File: src/rv_config.svh
`ifndef RV_CONFIG_SVH
`define RV_CONFIG_SVH

// data and address width
`define RV_XLEN 32

// architectural registers, x0 included
`define RV_NUM_REGS 32

// first fetch address
`define RV_RESET_PC 32'h0000_0000

// pc advance for a fall-through instruction
`define RV_PC_STEP 4

`endif

File: src/rv_core_pkg.sv
`include "rv_config.svh"

package rv_core_pkg;

    typedef logic [`RV_XLEN-1:0] rv_word_t;
    typedef logic [$clog2(`RV_NUM_REGS)-1:0] rv_reg_idx_t;

    // one instruction walks through these steps
    typedef enum logic [2:0]
    {
        st_init,
        st_fetch,
        st_fetch_wait,
        st_decode,
        st_execute,
        st_load_wait,
        st_load_wb,
        st_halt
    } rv_seq_state_t;

    typedef struct packed
    {
        logic     valid;
        logic     write;
        rv_word_t addr;
        rv_word_t wdata;
    } rv_mem_req_t;

    typedef struct packed
    {
        rv_word_t    next_pc;
        rv_mem_req_t mem_req;
        logic        load_pending;
        logic        illegal;
    } rv_exec_result_t;

endpackage

File: src/rv_isa_pkg.sv
package rv_isa_pkg;

    typedef logic [2:0] rv_funct3_t;

    // major opcodes kept by this core
    typedef enum logic [6:0]
    {
        opc_lui    = 7'b0110111,
        opc_auipc  = 7'b0010111,
        opc_jal    = 7'b1101111,
        opc_jalr   = 7'b1100111,
        opc_branch = 7'b1100011,
        opc_load   = 7'b0000011,
        opc_store  = 7'b0100011,
        opc_op_imm = 7'b0010011,
        opc_op     = 7'b0110011
    } rv_opcode_e;

    typedef enum logic [2:0]
    {
        f3_add  = 3'b000,
        f3_sll  = 3'b001,
        f3_slt  = 3'b010,
        f3_sltu = 3'b011,
        f3_xor  = 3'b100,
        f3_srl  = 3'b101,
        f3_or   = 3'b110,
        f3_and  = 3'b111
    } rv_alu_f3_e;

    typedef enum logic [2:0]
    {
        f3_beq  = 3'b000,
        f3_bne  = 3'b001,
        f3_blt  = 3'b100,
        f3_bge  = 3'b101,
        f3_bltu = 3'b110,
        f3_bgeu = 3'b111
    } rv_branch_f3_e;

    // only full word accesses remain
    typedef enum logic [2:0]
    {
        f3_mem_word = 3'b010
    } rv_mem_f3_e;

    // alt selects sub and sra/srai
    typedef enum logic [6:0]
    {
        f7_base = 7'b0000000,
        f7_alt  = 7'b0100000
    } rv_funct7_e;

    typedef struct packed
    {
        rv_opcode_e               opcode;
        rv_core_pkg::rv_reg_idx_t rd;
        rv_core_pkg::rv_reg_idx_t rs1;
        rv_core_pkg::rv_reg_idx_t rs2;
        rv_funct3_t               funct3;
        logic                     alt;
        rv_core_pkg::rv_word_t    imm;
        logic                     valid;
    } rv_decoded_t;

endpackage

File: src/rv_core.sv
`timescale 1ns/10ps

module rv_core
(
    input  logic                  i_clk,
    input  logic                  i_rst,
    input  logic                  i_enable,

    input  rv_core_pkg::rv_word_t i_mem_data,

    output logic                  o_mem_write_en,
    output rv_core_pkg::rv_word_t o_mem_addr,
    output rv_core_pkg::rv_word_t o_mem_data,

    output logic                  o_is_halted
);

import rv_core_pkg::*;
import rv_isa_pkg::*;

rv_word_t        w_pc;
logic            w_capture;
logic            w_exec_strobe;
logic            w_load_wb_strobe;
rv_decoded_t     w_decoded;
rv_exec_result_t w_result;

rv_sequencer u_sequencer
(
    .i_clk            (i_clk),
    .i_rst            (i_rst),
    .i_enable         (i_enable),
    .i_result         (w_result),
    .o_pc             (w_pc),
    .o_capture        (w_capture),
    .o_exec_strobe    (w_exec_strobe),
    .o_load_wb_strobe (w_load_wb_strobe),
    .o_mem_write_en   (o_mem_write_en),
    .o_mem_addr       (o_mem_addr),
    .o_mem_data       (o_mem_data),
    .o_is_halted      (o_is_halted)
);

// instruction word arrives on the shared read port
rv_decode_buffer u_decode_buffer
(
    .i_clk      (i_clk),
    .i_rst      (i_rst),
    .i_capture  (w_capture),
    .i_mem_data (i_mem_data),
    .o_decoded  (w_decoded)
);

rv_execute u_execute
(
    .i_clk            (i_clk),
    .i_rst            (i_rst),
    .i_exec_strobe    (w_exec_strobe),
    .i_load_wb_strobe (w_load_wb_strobe),
    .i_pc             (w_pc),
    .i_mem_data       (i_mem_data),
    .i_decoded        (w_decoded),
    .o_result         (w_result)
);

endmodule

File: src/rv_decode_buffer.sv
`timescale 1ns/10ps

module rv_decode_buffer
(
    input  logic                     i_clk,
    input  logic                     i_rst,
    input  logic                     i_capture,
    input  rv_core_pkg::rv_word_t    i_mem_data,
    output rv_isa_pkg::rv_decoded_t  o_decoded
);

import rv_core_pkg::*;
import rv_isa_pkg::*;

rv_word_t   r_inst;

rv_funct3_t w_funct3;
logic [6:0] w_funct7;
rv_word_t   w_imm_i;
rv_word_t   w_imm_s;
rv_word_t   w_imm_b;
rv_word_t   w_imm_u;
rv_word_t   w_imm_j;
rv_word_t   w_imm;
logic       w_valid;

// an all-zero word decodes as illegal
always_ff @(posedge i_clk)
begin
    if (i_rst)
        r_inst <= '0;
    else if (i_capture)
        r_inst <= i_mem_data;
end

assign w_funct3 = r_inst[14:12];
assign w_funct7 = r_inst[31:25];

assign w_imm_i = {{20{r_inst[31]}}, r_inst[31:20]};
assign w_imm_s = {{20{r_inst[31]}}, r_inst[31:25], r_inst[11:7]};
assign w_imm_b = {{19{r_inst[31]}}, r_inst[31], r_inst[7], r_inst[30:25], r_inst[11:8], 1'b0};
assign w_imm_u = {r_inst[31:12], 12'b0};
assign w_imm_j = {{11{r_inst[31]}}, r_inst[31], r_inst[19:12], r_inst[20], r_inst[30:21], 1'b0};

always_comb
begin
    w_valid = 1'b0;
    w_imm   = w_imm_i;
    case (r_inst[6:0])
        opc_lui,
        opc_auipc:
        begin
            w_valid = 1'b1;
            w_imm   = w_imm_u;
        end
        opc_jal:
        begin
            w_valid = 1'b1;
            w_imm   = w_imm_j;
        end
        opc_jalr:
            w_valid = (w_funct3 == 3'b000);
        opc_branch:
        begin
            w_valid = w_funct3 inside {f3_beq, f3_bne, f3_blt, f3_bge, f3_bltu, f3_bgeu};
            w_imm   = w_imm_b;
        end
        opc_load:
            w_valid = (w_funct3 == f3_mem_word);
        opc_store:
        begin
            w_valid = (w_funct3 == f3_mem_word);
            w_imm   = w_imm_s;
        end
        opc_op_imm:
        begin
            // shift amounts sit in the immediate, upper bits must be funct7
            if (w_funct3 == f3_sll)
                w_valid = (w_funct7 == f7_base);
            else if (w_funct3 == f3_srl)
                w_valid = (w_funct7 == f7_base) || (w_funct7 == f7_alt);
            else
                w_valid = 1'b1;
        end
        opc_op:
        begin
            if ((w_funct3 == f3_add) || (w_funct3 == f3_srl))
                w_valid = (w_funct7 == f7_base) || (w_funct7 == f7_alt);
            else
                w_valid = (w_funct7 == f7_base);
        end
        default:
            w_valid = 1'b0;
    endcase
end

always_comb
begin
    o_decoded.opcode = rv_opcode_e'(r_inst[6:0]);
    o_decoded.rd     = r_inst[11:7];
    o_decoded.rs1    = r_inst[19:15];
    o_decoded.rs2    = r_inst[24:20];
    o_decoded.funct3 = w_funct3;
    o_decoded.alt    = r_inst[30];
    o_decoded.imm    = w_imm;
    o_decoded.valid  = w_valid;
end

endmodule

File: src/rv_execute.sv
`timescale 1ns/10ps
`include "rv_config.svh"

module rv_execute
(
    input  logic                         i_clk,
    input  logic                         i_rst,
    input  logic                         i_exec_strobe,
    input  logic                         i_load_wb_strobe,
    input  rv_core_pkg::rv_word_t        i_pc,
    input  rv_core_pkg::rv_word_t        i_mem_data,
    input  rv_isa_pkg::rv_decoded_t      i_decoded,
    output rv_core_pkg::rv_exec_result_t o_result
);

import rv_core_pkg::*;
import rv_isa_pkg::*;

// x0 has no storage
rv_word_t    r_regs [1:`RV_NUM_REGS-1];

rv_reg_idx_t w_rd;
rv_word_t    w_rs1_val;
rv_word_t    w_rs2_val;
rv_word_t    w_alu_b;
logic [$clog2(`RV_XLEN)-1:0] w_shamt;
rv_word_t    w_alu;
logic        w_take;
rv_word_t    w_pc_plus;
rv_word_t    w_pc_target;
rv_word_t    w_jalr_target;
rv_word_t    w_eff_addr;
rv_word_t    w_next_pc;
rv_word_t    w_wr_data;
logic        w_wr_en;
rv_mem_req_t w_mem_req;
logic        w_load;

assign w_rd      = i_decoded.rd;
assign w_rs1_val = (i_decoded.rs1 == '0) ? '0 : r_regs[i_decoded.rs1];
assign w_rs2_val = (i_decoded.rs2 == '0) ? '0 : r_regs[i_decoded.rs2];

assign w_alu_b = (i_decoded.opcode == opc_op) ? w_rs2_val : i_decoded.imm;
assign w_shamt = w_alu_b[$clog2(`RV_XLEN)-1:0];

always_comb
begin
    w_alu = '0;
    case (i_decoded.funct3)
        f3_add:
            // addi has no subtract form, bit 30 is part of its immediate
            if ((i_decoded.opcode == opc_op) && i_decoded.alt)
                w_alu = w_rs1_val - w_alu_b;
            else
                w_alu = w_rs1_val + w_alu_b;
        f3_sll:
            w_alu = w_rs1_val << w_shamt;
        f3_slt:
            w_alu = rv_word_t'($signed(w_rs1_val) < $signed(w_alu_b));
        f3_sltu:
            w_alu = rv_word_t'(w_rs1_val < w_alu_b);
        f3_xor:
            w_alu = w_rs1_val ^ w_alu_b;
        f3_srl:
            if (i_decoded.alt)
                w_alu = rv_word_t'($signed(w_rs1_val) >>> w_shamt);
            else
                w_alu = w_rs1_val >> w_shamt;
        f3_or:
            w_alu = w_rs1_val | w_alu_b;
        f3_and:
            w_alu = w_rs1_val & w_alu_b;
        default:
            w_alu = '0;
    endcase
end

// branch compare
always_comb
begin
    case (i_decoded.funct3)
        f3_beq:  w_take = (w_rs1_val == w_rs2_val);
        f3_bne:  w_take = (w_rs1_val != w_rs2_val);
        f3_blt:  w_take = ($signed(w_rs1_val) < $signed(w_rs2_val));
        f3_bge:  w_take = ($signed(w_rs1_val) >= $signed(w_rs2_val));
        f3_bltu: w_take = (w_rs1_val < w_rs2_val);
        f3_bgeu: w_take = (w_rs1_val >= w_rs2_val);
        default: w_take = 1'b0;
    endcase
end

assign w_pc_plus     = i_pc + `RV_PC_STEP;
assign w_pc_target   = i_pc + i_decoded.imm;
assign w_eff_addr    = w_rs1_val + i_decoded.imm;
assign w_jalr_target = {w_eff_addr[`RV_XLEN-1:1], 1'b0};

always_comb
begin
    w_next_pc = w_pc_plus;
    w_wr_data = w_alu;
    w_wr_en   = 1'b0;
    w_mem_req = '0;
    w_load    = 1'b0;
    case (i_decoded.opcode)
        opc_lui:
        begin
            w_wr_data = i_decoded.imm;
            w_wr_en   = 1'b1;
        end
        opc_auipc:
        begin
            w_wr_data = w_pc_target;
            w_wr_en   = 1'b1;
        end
        opc_jal:
        begin
            w_wr_data = w_pc_plus;
            w_wr_en   = 1'b1;
            w_next_pc = w_pc_target;
        end
        opc_jalr:
        begin
            w_wr_data = w_pc_plus;
            w_wr_en   = 1'b1;
            w_next_pc = w_jalr_target;
        end
        opc_branch:
            if (w_take)
                w_next_pc = w_pc_target;
        opc_load:
        begin
            w_mem_req.valid = 1'b1;
            w_mem_req.addr  = w_eff_addr;
            w_load          = 1'b1;
        end
        opc_store:
        begin
            w_mem_req.valid = 1'b1;
            w_mem_req.write = 1'b1;
            w_mem_req.addr  = w_eff_addr;
            w_mem_req.wdata = w_rs2_val;
        end
        opc_op_imm,
        opc_op:
            w_wr_en = 1'b1;
        default:
            w_wr_en = 1'b0;
    endcase
end

always_ff @(posedge i_clk)
begin
    if (i_rst)
    begin
        for (int i = 1; i < `RV_NUM_REGS; i++)
            r_regs[i] <= '0;
    end
    else if (i_exec_strobe && w_wr_en && (w_rd != '0))
        r_regs[w_rd] <= w_wr_data;
    else if (i_load_wb_strobe && (w_rd != '0))
        r_regs[w_rd] <= i_mem_data;
end

always_comb
begin
    o_result.next_pc      = w_next_pc;
    o_result.mem_req      = w_mem_req;
    o_result.load_pending = w_load;
    o_result.illegal      = !i_decoded.valid;
end

endmodule

File: src/rv_sequencer.sv
`timescale 1ns/10ps
`include "rv_config.svh"

module rv_sequencer
(
    input  logic                         i_clk,
    input  logic                         i_rst,
    input  logic                         i_enable,

    input  rv_core_pkg::rv_exec_result_t i_result,
    output rv_core_pkg::rv_word_t        o_pc,

    output logic                         o_capture,
    output logic                         o_exec_strobe,
    output logic                         o_load_wb_strobe,

    output logic                         o_mem_write_en,
    output rv_core_pkg::rv_word_t        o_mem_addr,
    output rv_core_pkg::rv_word_t        o_mem_data,

    output logic                         o_is_halted
);

import rv_core_pkg::*;

rv_seq_state_t r_state;
rv_word_t      r_pc;

assign o_pc = r_pc;

// strobes only fire on enabled cycles so a frozen core repeats nothing
assign o_capture        = i_enable && (r_state == st_decode);
assign o_exec_strobe    = i_enable && (r_state == st_execute);
assign o_load_wb_strobe = i_enable && (r_state == st_load_wb);

assign o_is_halted = (r_state == st_halt);

always_ff @(posedge i_clk)
begin
    if (i_rst)
    begin
        r_state        <= st_init;
        r_pc           <= `RV_RESET_PC;
        o_mem_write_en <= 1'b0;
        o_mem_addr     <= '0;
    end
    else if (i_enable)
    begin
        case (r_state)
            st_init:
                r_state <= st_fetch;
            st_fetch:
            begin
                // also ends the write of a store from the previous instruction
                o_mem_write_en <= 1'b0;
                o_mem_addr     <= r_pc;
                r_state        <= st_fetch_wait;
            end
            st_fetch_wait:
                r_state <= st_decode;
            st_decode:
                r_state <= st_execute;
            st_execute:
            begin
                if (i_result.illegal)
                    r_state <= st_halt;
                else
                begin
                    r_pc <= i_result.next_pc;
                    if (i_result.mem_req.valid)
                    begin
                        o_mem_write_en <= i_result.mem_req.write;
                        o_mem_addr     <= i_result.mem_req.addr;
                    end
                    r_state <= i_result.load_pending ? st_load_wait : st_fetch;
                end
            end
            st_load_wait:
                r_state <= st_load_wb;
            st_load_wb:
                r_state <= st_fetch;
            default:
                r_state <= st_halt;
        endcase
    end
end

// store data
always_ff @(posedge i_clk)
begin
    if (o_exec_strobe && !i_result.illegal && i_result.mem_req.valid)
        o_mem_data <= i_result.mem_req.wdata;
end

endmodule

File: config.mk
export PLATFORM = sky130hd
export DESIGN_NAME = rv_core
export DESIGN_NICKNAME = d
export VERILOG_FILES = /design/src/rv_core_pkg.sv /design/src/rv_isa_pkg.sv /design/src/rv_core.sv /design/src/rv_decode_buffer.sv /design/src/rv_execute.sv /design/src/rv_sequencer.sv
export VERILOG_INCLUDE_DIRS = /design/src
export SDC_FILE = /design/constraint.sdc
export NUM_CORES = 2
export LEC_CHECK = 0
export BUFFER_PORTS_ARGS = -buffer_cell sky130_fd_sc_hd__clkbuf_2
export CAP_MARGIN = 20
export CORE_MARGIN = 2
export CORE_UTILIZATION = 58
export CTS_CLUSTER_SIZE = 14
export DETAILED_ROUTE_END_ITERATION = 16
export PLACE_DENSITY_LB_ADDON = 0.15
export SETUP_SLACK_MARGIN = 0.2
export SLEW_MARGIN = 25
export SYNTH_ARGS = -nofsm -noshare
export SYNTH_HDL_FRONTEND = slang
export SYNTH_SLANG_ARGS = --single-unit
File: constraint.sdc
create_clock -name i_clk -period 6.7 [get_ports i_clk]
set_input_delay 1.005 -clock i_clk [delete_from_list [all_inputs] [get_ports i_clk]]
set_output_delay 1.005 -clock i_clk [all_outputs]
set_load 0.01 [all_outputs]
* Word level (Yosys, flattened, before mapping)
Memory sizes are Yosys's and may differ from the RTL's. A register that Yosys moved wholly into a read port is not among the register bits.
Index checks and enable logic that the tools add are counted.
** Storage, ports and cells
- Input port bits :: 35
- Word-level logic and storage cells :: 127
- Bits in writable memories :: 992
- Memories kept :: 1
- Register bits :: 132
- Output and inout bits :: 66
** Cells by class
- Muxes and demuxes :: 46
- Magnitude comparators :: 6
- Reductions and logical operators :: 28
- $add $sub $neg :: 5
- Bitwise logic cells :: 4
- Shift-type cells :: 3
- Equality and inequality tests :: 28
** Memories
- u_execute.r_regs :: depth 31, width 32, read ports 2, clocked after Yosys merged registers in 2, wr ports 31, line rv_execute.sv:20 : rv_word_t r_regs [1:`RV_NUM_REGS-1];
** Operators by type and width (number)
- $mux W32 :: 11
- $pmux W32 S8 :: 1
- $pmux W32 S3 :: 2
- $lt A32 B32 Y1 :: 4
- $pmux W31 S4 :: 1
- $add A32 B32 Y32 :: 3
- $ge A32 B32 Y1 :: 2
- $pmux W32 S2 :: 1
- $add A32 B3 Y32 const B :: 1
- $and A32 B32 Y32 :: 1
- $eq A32 B32 Y1 :: 1
- $ne A32 B32 Y1 :: 1
- $or A32 B32 Y32 :: 1
- $reduce_or A32 Y1 :: 1
- $shl A32 B5 Y32 :: 1
- $shr A32 B5 Y32 :: 1
- $sshr A32 B5 Y32 :: 1
- $sub A32 B32 Y32 :: 1
- $xor A32 B32 Y32 :: 1
- $eq A7 B6 Y1 const B :: 4
- $mux W5 :: 5
- $eq A3 B3 Y1 const B :: 8
- $eq A7 B7 Y1 const B :: 3
- $mux W1 :: 19
- other kinds (23) :: 45

* Longest topological paths before layout
- Word-level depth :: 11
- Gate-level depth with buffers :: 28
- Mapped depth without buffers :: 19

* Hierarchy
From an unflattened synthesis, not the netlist that was laid out.
** Unflattened totals
- Cells, all modules :: 6909
- Area, all modules :: 76677.3 um2
** By module, submodules not included
- rv_execute :: sequential area each 30749.5 um2, instances 1, cells each 6356, area each 71061.9 um2
- rv_sequencer :: sequential area each 2322.2 um2, instances 1, cells each 351, area each 3768.6 um2
- rv_decode_buffer :: sequential area each 640.6 um2, instances 1, cells each 202, area each 1846.8 um2

* Worst setup path after synthesis
Ideal clock, no wire load.
- Path kind :: register to register
- Start :: reg (tool-made name)
- End :: mem u_execute.r_regs[10][31] (netlist bit) (data pin)
- Library setup time :: 0.268 ns
- Path slack :: -0.389 ns
- Arrival :: 6.821 ns
- Path buffers :: 9
- Cell stages (with the launch flop) :: 27
- Path through :: dfxtp_1 -> buf_2 -> buf_6 -> buf_2 -> buf_2 -> clkbuf_1 -> clkbuf_1 -> buf_1 -> mux4_2 -> mux4_2 -> mux2_2 -> nand2_1 -> o21a_1 -> ha_1 -> clkbuf_1 -> nor3b_1 -> nor3_1 -> o211ai_1 -> a2111o_1 -> a21oi_1 -> o21ai_0 -> and3_1 -> nor3_1 -> mux2i_1 -> o32ai_1 -> clkbuf_1 -> nor3_1
** RTL lines (line)
- end, declared :: rv_execute.sv:20

==> flow_summary.yaml <==
outcome:
  status: "complete, no violations"
placed_design:
  hpwl_mm: 232.0
  dp_cells: 8278
  placed_cell_area_um2: 79690
  place_congestion: 1.118
  portBuffers: 100
layout:
  final_core_util_pct: 66.10
  drive_above_1_share_pct: 23.99
  fin_area_um2: 84180
  ff_latch_area_um2: 33940
  fillCellCount: 9407
  area_delta_synth_final_pct: 13.36
  nNetsFinal: 6989
  multi_input_area_um2: 37820
  final_cells: 8535
setup_path:
  critical_path_required_ns: 7.16
  crit_buf_inv: 7
  cp-start-kind: "flip-flop"
  critical_path.max_stage_delay_ns: 0.59
  reg2reg_to: "u_execute.r_regs[1][19]$_SDFFCE_PN0P_"
  r2r.worst_path.cells: 23
  path_cells: "buf_4, buf_6, mux4_2, mux4_2, mux2_2, nand2_1, o21a_1, buf_12, inv_1, ha_1, or4_1, o211ai_1, a2111o_1, buf_4, nand2_1, nand3_1, mux2_2, a221oi_1, buf_4, o221ai_1, o21ai_2, buf_12, a21oi_1"
  worstSetupEndpointType: "flip-flop"
  crit_family: "multiplexers"
  path_common_cell: "buf_4"
  cpMaxStageDelayCell: "or4_1"
  crit_type: "flip-flop to flip-flop"
  cp_max_fo: 32
  regToRegSetupSlack_ns: 0.21
  worstPathArrival_ns: 6.95
route:
  first_iter_violations: 12660
  viasPerCell: 7.770
  antenna_left: 0
  drc: 0
  via_count: 66320
  wl_per_cell_um: 40.83
  wirelength_mm: 348.5
  dr.pass1.iters: 9
power:
  power_mw: 17.09
  p_int_mw: 12.70
  p_switching_mw: 4.387
  combPwrFrac_pct: 9.8
  p_seq_share_pct: 48.6
  cellPowerDensity_nw_per_um2: 203.0
  p_leak_nw: 29.16
  max-vdd-ir-drop_v: 0.0002806
  power.share.clock_pct: 41.6
  swShare_pct: 25.68
logic_synthesis:
  synthCells: 6576
  avgSynthCellArea_um2: 11.29
  synth_warnings: 0
  synth_cell_types: 99
  yosysTopAreaCellShare_pct: 42.70
  synth-async-reset-ratio_pct: 0
  synthTopCellsByArea: "edfxtp_1, mux4_2, nor2_1"
  yosys.area.top_type: "edfxtp_1"
  synthTopCellsByCount: "edfxtp_1, nor2_1, mux4_2, a21oi_1, nand2_1"
  synth_seq_cells: 1166
  ys.flop_type: "edfxtp_1"
  syn-cell-area_um2: 74260
  ys_seq_area_share_pct: 45.67
  yosysMostFrequentCell: "edfxtp_1"
  synth_edf_count: 1056
run:
  drv_cap: 0
sta:
  worst_pin_slew_ns: 1.209
  tns_ns: 0
  hold_violations: 0
  final.min_clock_period_ns: 6.485
  rsz0062_at_grt: "no"
  finalCritPeriodShare_pct: 96.79
  slew_viol_final: 0
  fmax_mhz: 154.2
  slew_headroom_pct: 19.42
  setup_viol: 0
  clock_skew_ns: 0.07925
hold_path:
  hold_path_end: "u_sequencer.o_mem_addr[16]$_SDFFE_PP0P_"
  min_path_type: "flip-flop to flip-flop"
  hold_path_depth: 2
  worstHoldStart: "u_sequencer.o_mem_addr[16]$_SDFFE_PP0P_"
global_route:
  first_global_vias: 63170
  grt_use_total_pct: 52.46
  grt_max_degree: 103
  antenna_found_initial: 15
  grt_overflow: 0
  grt_pass1_wl_mm: 478.8
floorplanning:
  die_y_um: 361.8
  fp.dieArea_um2: 130900
  io_pins: 101
  start_util_pct: 58.31
  dieWidth_um: 361.8
  core_um2: 127400
  row_count: 131
clock_tree:
  clkLatencyLatePin_ns: 0.81
  cts-root-buf: "clkbuf_16"
  htree_levels: 3
  cts_made_buffers: 121
  cts_sinks: 1166
  cts_tree: "yes"
  cts_buffer_depth: 3
  holdBufCountCts: 0
  clk_pin_slew_worst_paths_ns: 0.06
## what timing repair did
action	4_1_cts	5_1_grt
gates resized for setup	3	23
pin swaps	0	6
endpoints found under the setup margin	277	483
buffers inserted	5	10
cloned	0	2
## registers in the layout, summed over array words and instances (netlist names), named ones only
signal,flops
u_sequencer.r_state,3
u_sequencer.o_mem_write_en,1
u_sequencer.o_mem_data,32
u_sequencer.o_mem_addr,32
u_execute.r_regs,1024
u_decode_buffer.r_inst,32
u_sequencer.o_pc,32
## power by group through the flow
stage | Sequential (mW) | Combinational (mW) | Clock [mW]
after floorplan | 8.38 | 0.846 | 0
after global placement | 8.41 | 1.56 | 0
after detailed placement | 8.43 | 1.57 | 0
after CTS | 8.29 | 1.59 | 7.04
after global routing | 8.31 | 1.69 | 7.29
final | 8.30 | 1.68 | 7.10
## layout make-up
type	instances	area share, %
clock buffers	145	3.728
well taps	1662	2.470
inverters	176	0.7877
clock inverters	85	1.149
multi-input cells	4644	44.92
diodes	8	0.02378
repair buffers	649	6.599
flip-flops and latches	1166	40.32
## worst reg2reg max path: cells and delay by family, from the launching register on
| family | cells | cell delay, ns |
|---|---|---|
| flip-flops | 1 | 0.43 |
| AND/OR/NAND/NOR | 4 | 0.92 |
| AO/OA/AOI/OAI | 7 | 1.64 |
| adder cells (fa/ha/maj) | 1 | 0.21 |
| multiplexers | 4 | 1.70 |
| buffers and inverters | 7 | 1.28 |
## metal layers
| layer | vias to the layer above | track usage (%) | part of all wire, % |
|---|---|---|---|
| met3 | 2033 | 20.49 | 16 |
| met2 | 6891 | 75.10 | 41 |
| met4 | 24 | 44.92 | 11 |
| met5 | - | 0.5179 | 0.068 |
| li1 | 25670 | - | - |
| met1 | 31710 | 61.97 | 31 |
## worst max-delay path by stage
stage / cells past startpoint / from / end
after CTS: 21 / flip-flop / u_execute.r_regs[30][31]$_SDFFCE_PN0P_
after global routing: 23 / flip-flop / u_execute.r_regs[5][19]$_SDFFCE_PN0P_
final: 23 / flip-flop / u_execute.r_regs[1][19]$_SDFFCE_PN0P_
after detailed placement: 22 / flip-flop / u_execute.r_regs[10][31]$_SDFFCE_PN0P_
after floorplan: 26 / flip-flop / u_execute.r_regs[20][25]$_SDFFCE_PN0P_
after global placement: 23 / flip-flop / u_execute.r_regs[1][31]$_SDFFCE_PN0P_
## cell families (layout without fill, tap and decap cells)
| group | after synthesis | in the layout | synth area share (%) |
|---|---|---|---|
| compound gates | 1484 | 1484 | 13.09 |
| xor+xnor | 98 | 98 | 1.156 |
| fa+ha+maj | 196 | 196 | 3.343 |
| buf+inv | 797 | 1055 | 4.441 |
| flops | 1166 | 1166 | 45.67 |
| mux | 756 | 756 | 19.70 |
| other cells | 1 | 40 | 0.005050 |
| simple gates | 2078 | 2078 | 12.60 |
## per-stage QoR
stage	setup WS (ns)	hold WS, ns
final	0.2149	0.4761
after global routing	0.2049	0.5094
after CTS	0.2172	0.4762
after detailed placement	0.03376	0.4675
after global placement	0.08883	0.4527
after floorplan	0.2516	0.4585
## cell usage in the layout, fill, tap and decap left out, types with 28 or more instances in the layout
cell type and instances:
edfxtp_1 1056, nor2_1 890, mux4_2 560, buf_4 476, a21oi_1 425, nand2_1 379
nor3_1 267, o21ai_0 219, ha_1 191, nand3_1 183, inv_1 158, mux2i_1 150
o211ai_1 142, a211oi_1 133, clkbuf_16 123, dfxtp_1 101, clkbuf_2 99, a22oi_1 70
a21o_1 66, buf_12 64, xnor2_1 57, a31oi_1 45, mux2_2 43, o22ai_1 41
xor2_1 40, nor2b_1 38, o21a_1 37, and3_1 37, nor3_2 35, a221oi_1 34
nand2_2 34, nand4_1 34, clkinv_1 33, nand2b_1 33, conb_1 32, nand2b_2 28
(Power assumes the default switching activity.)
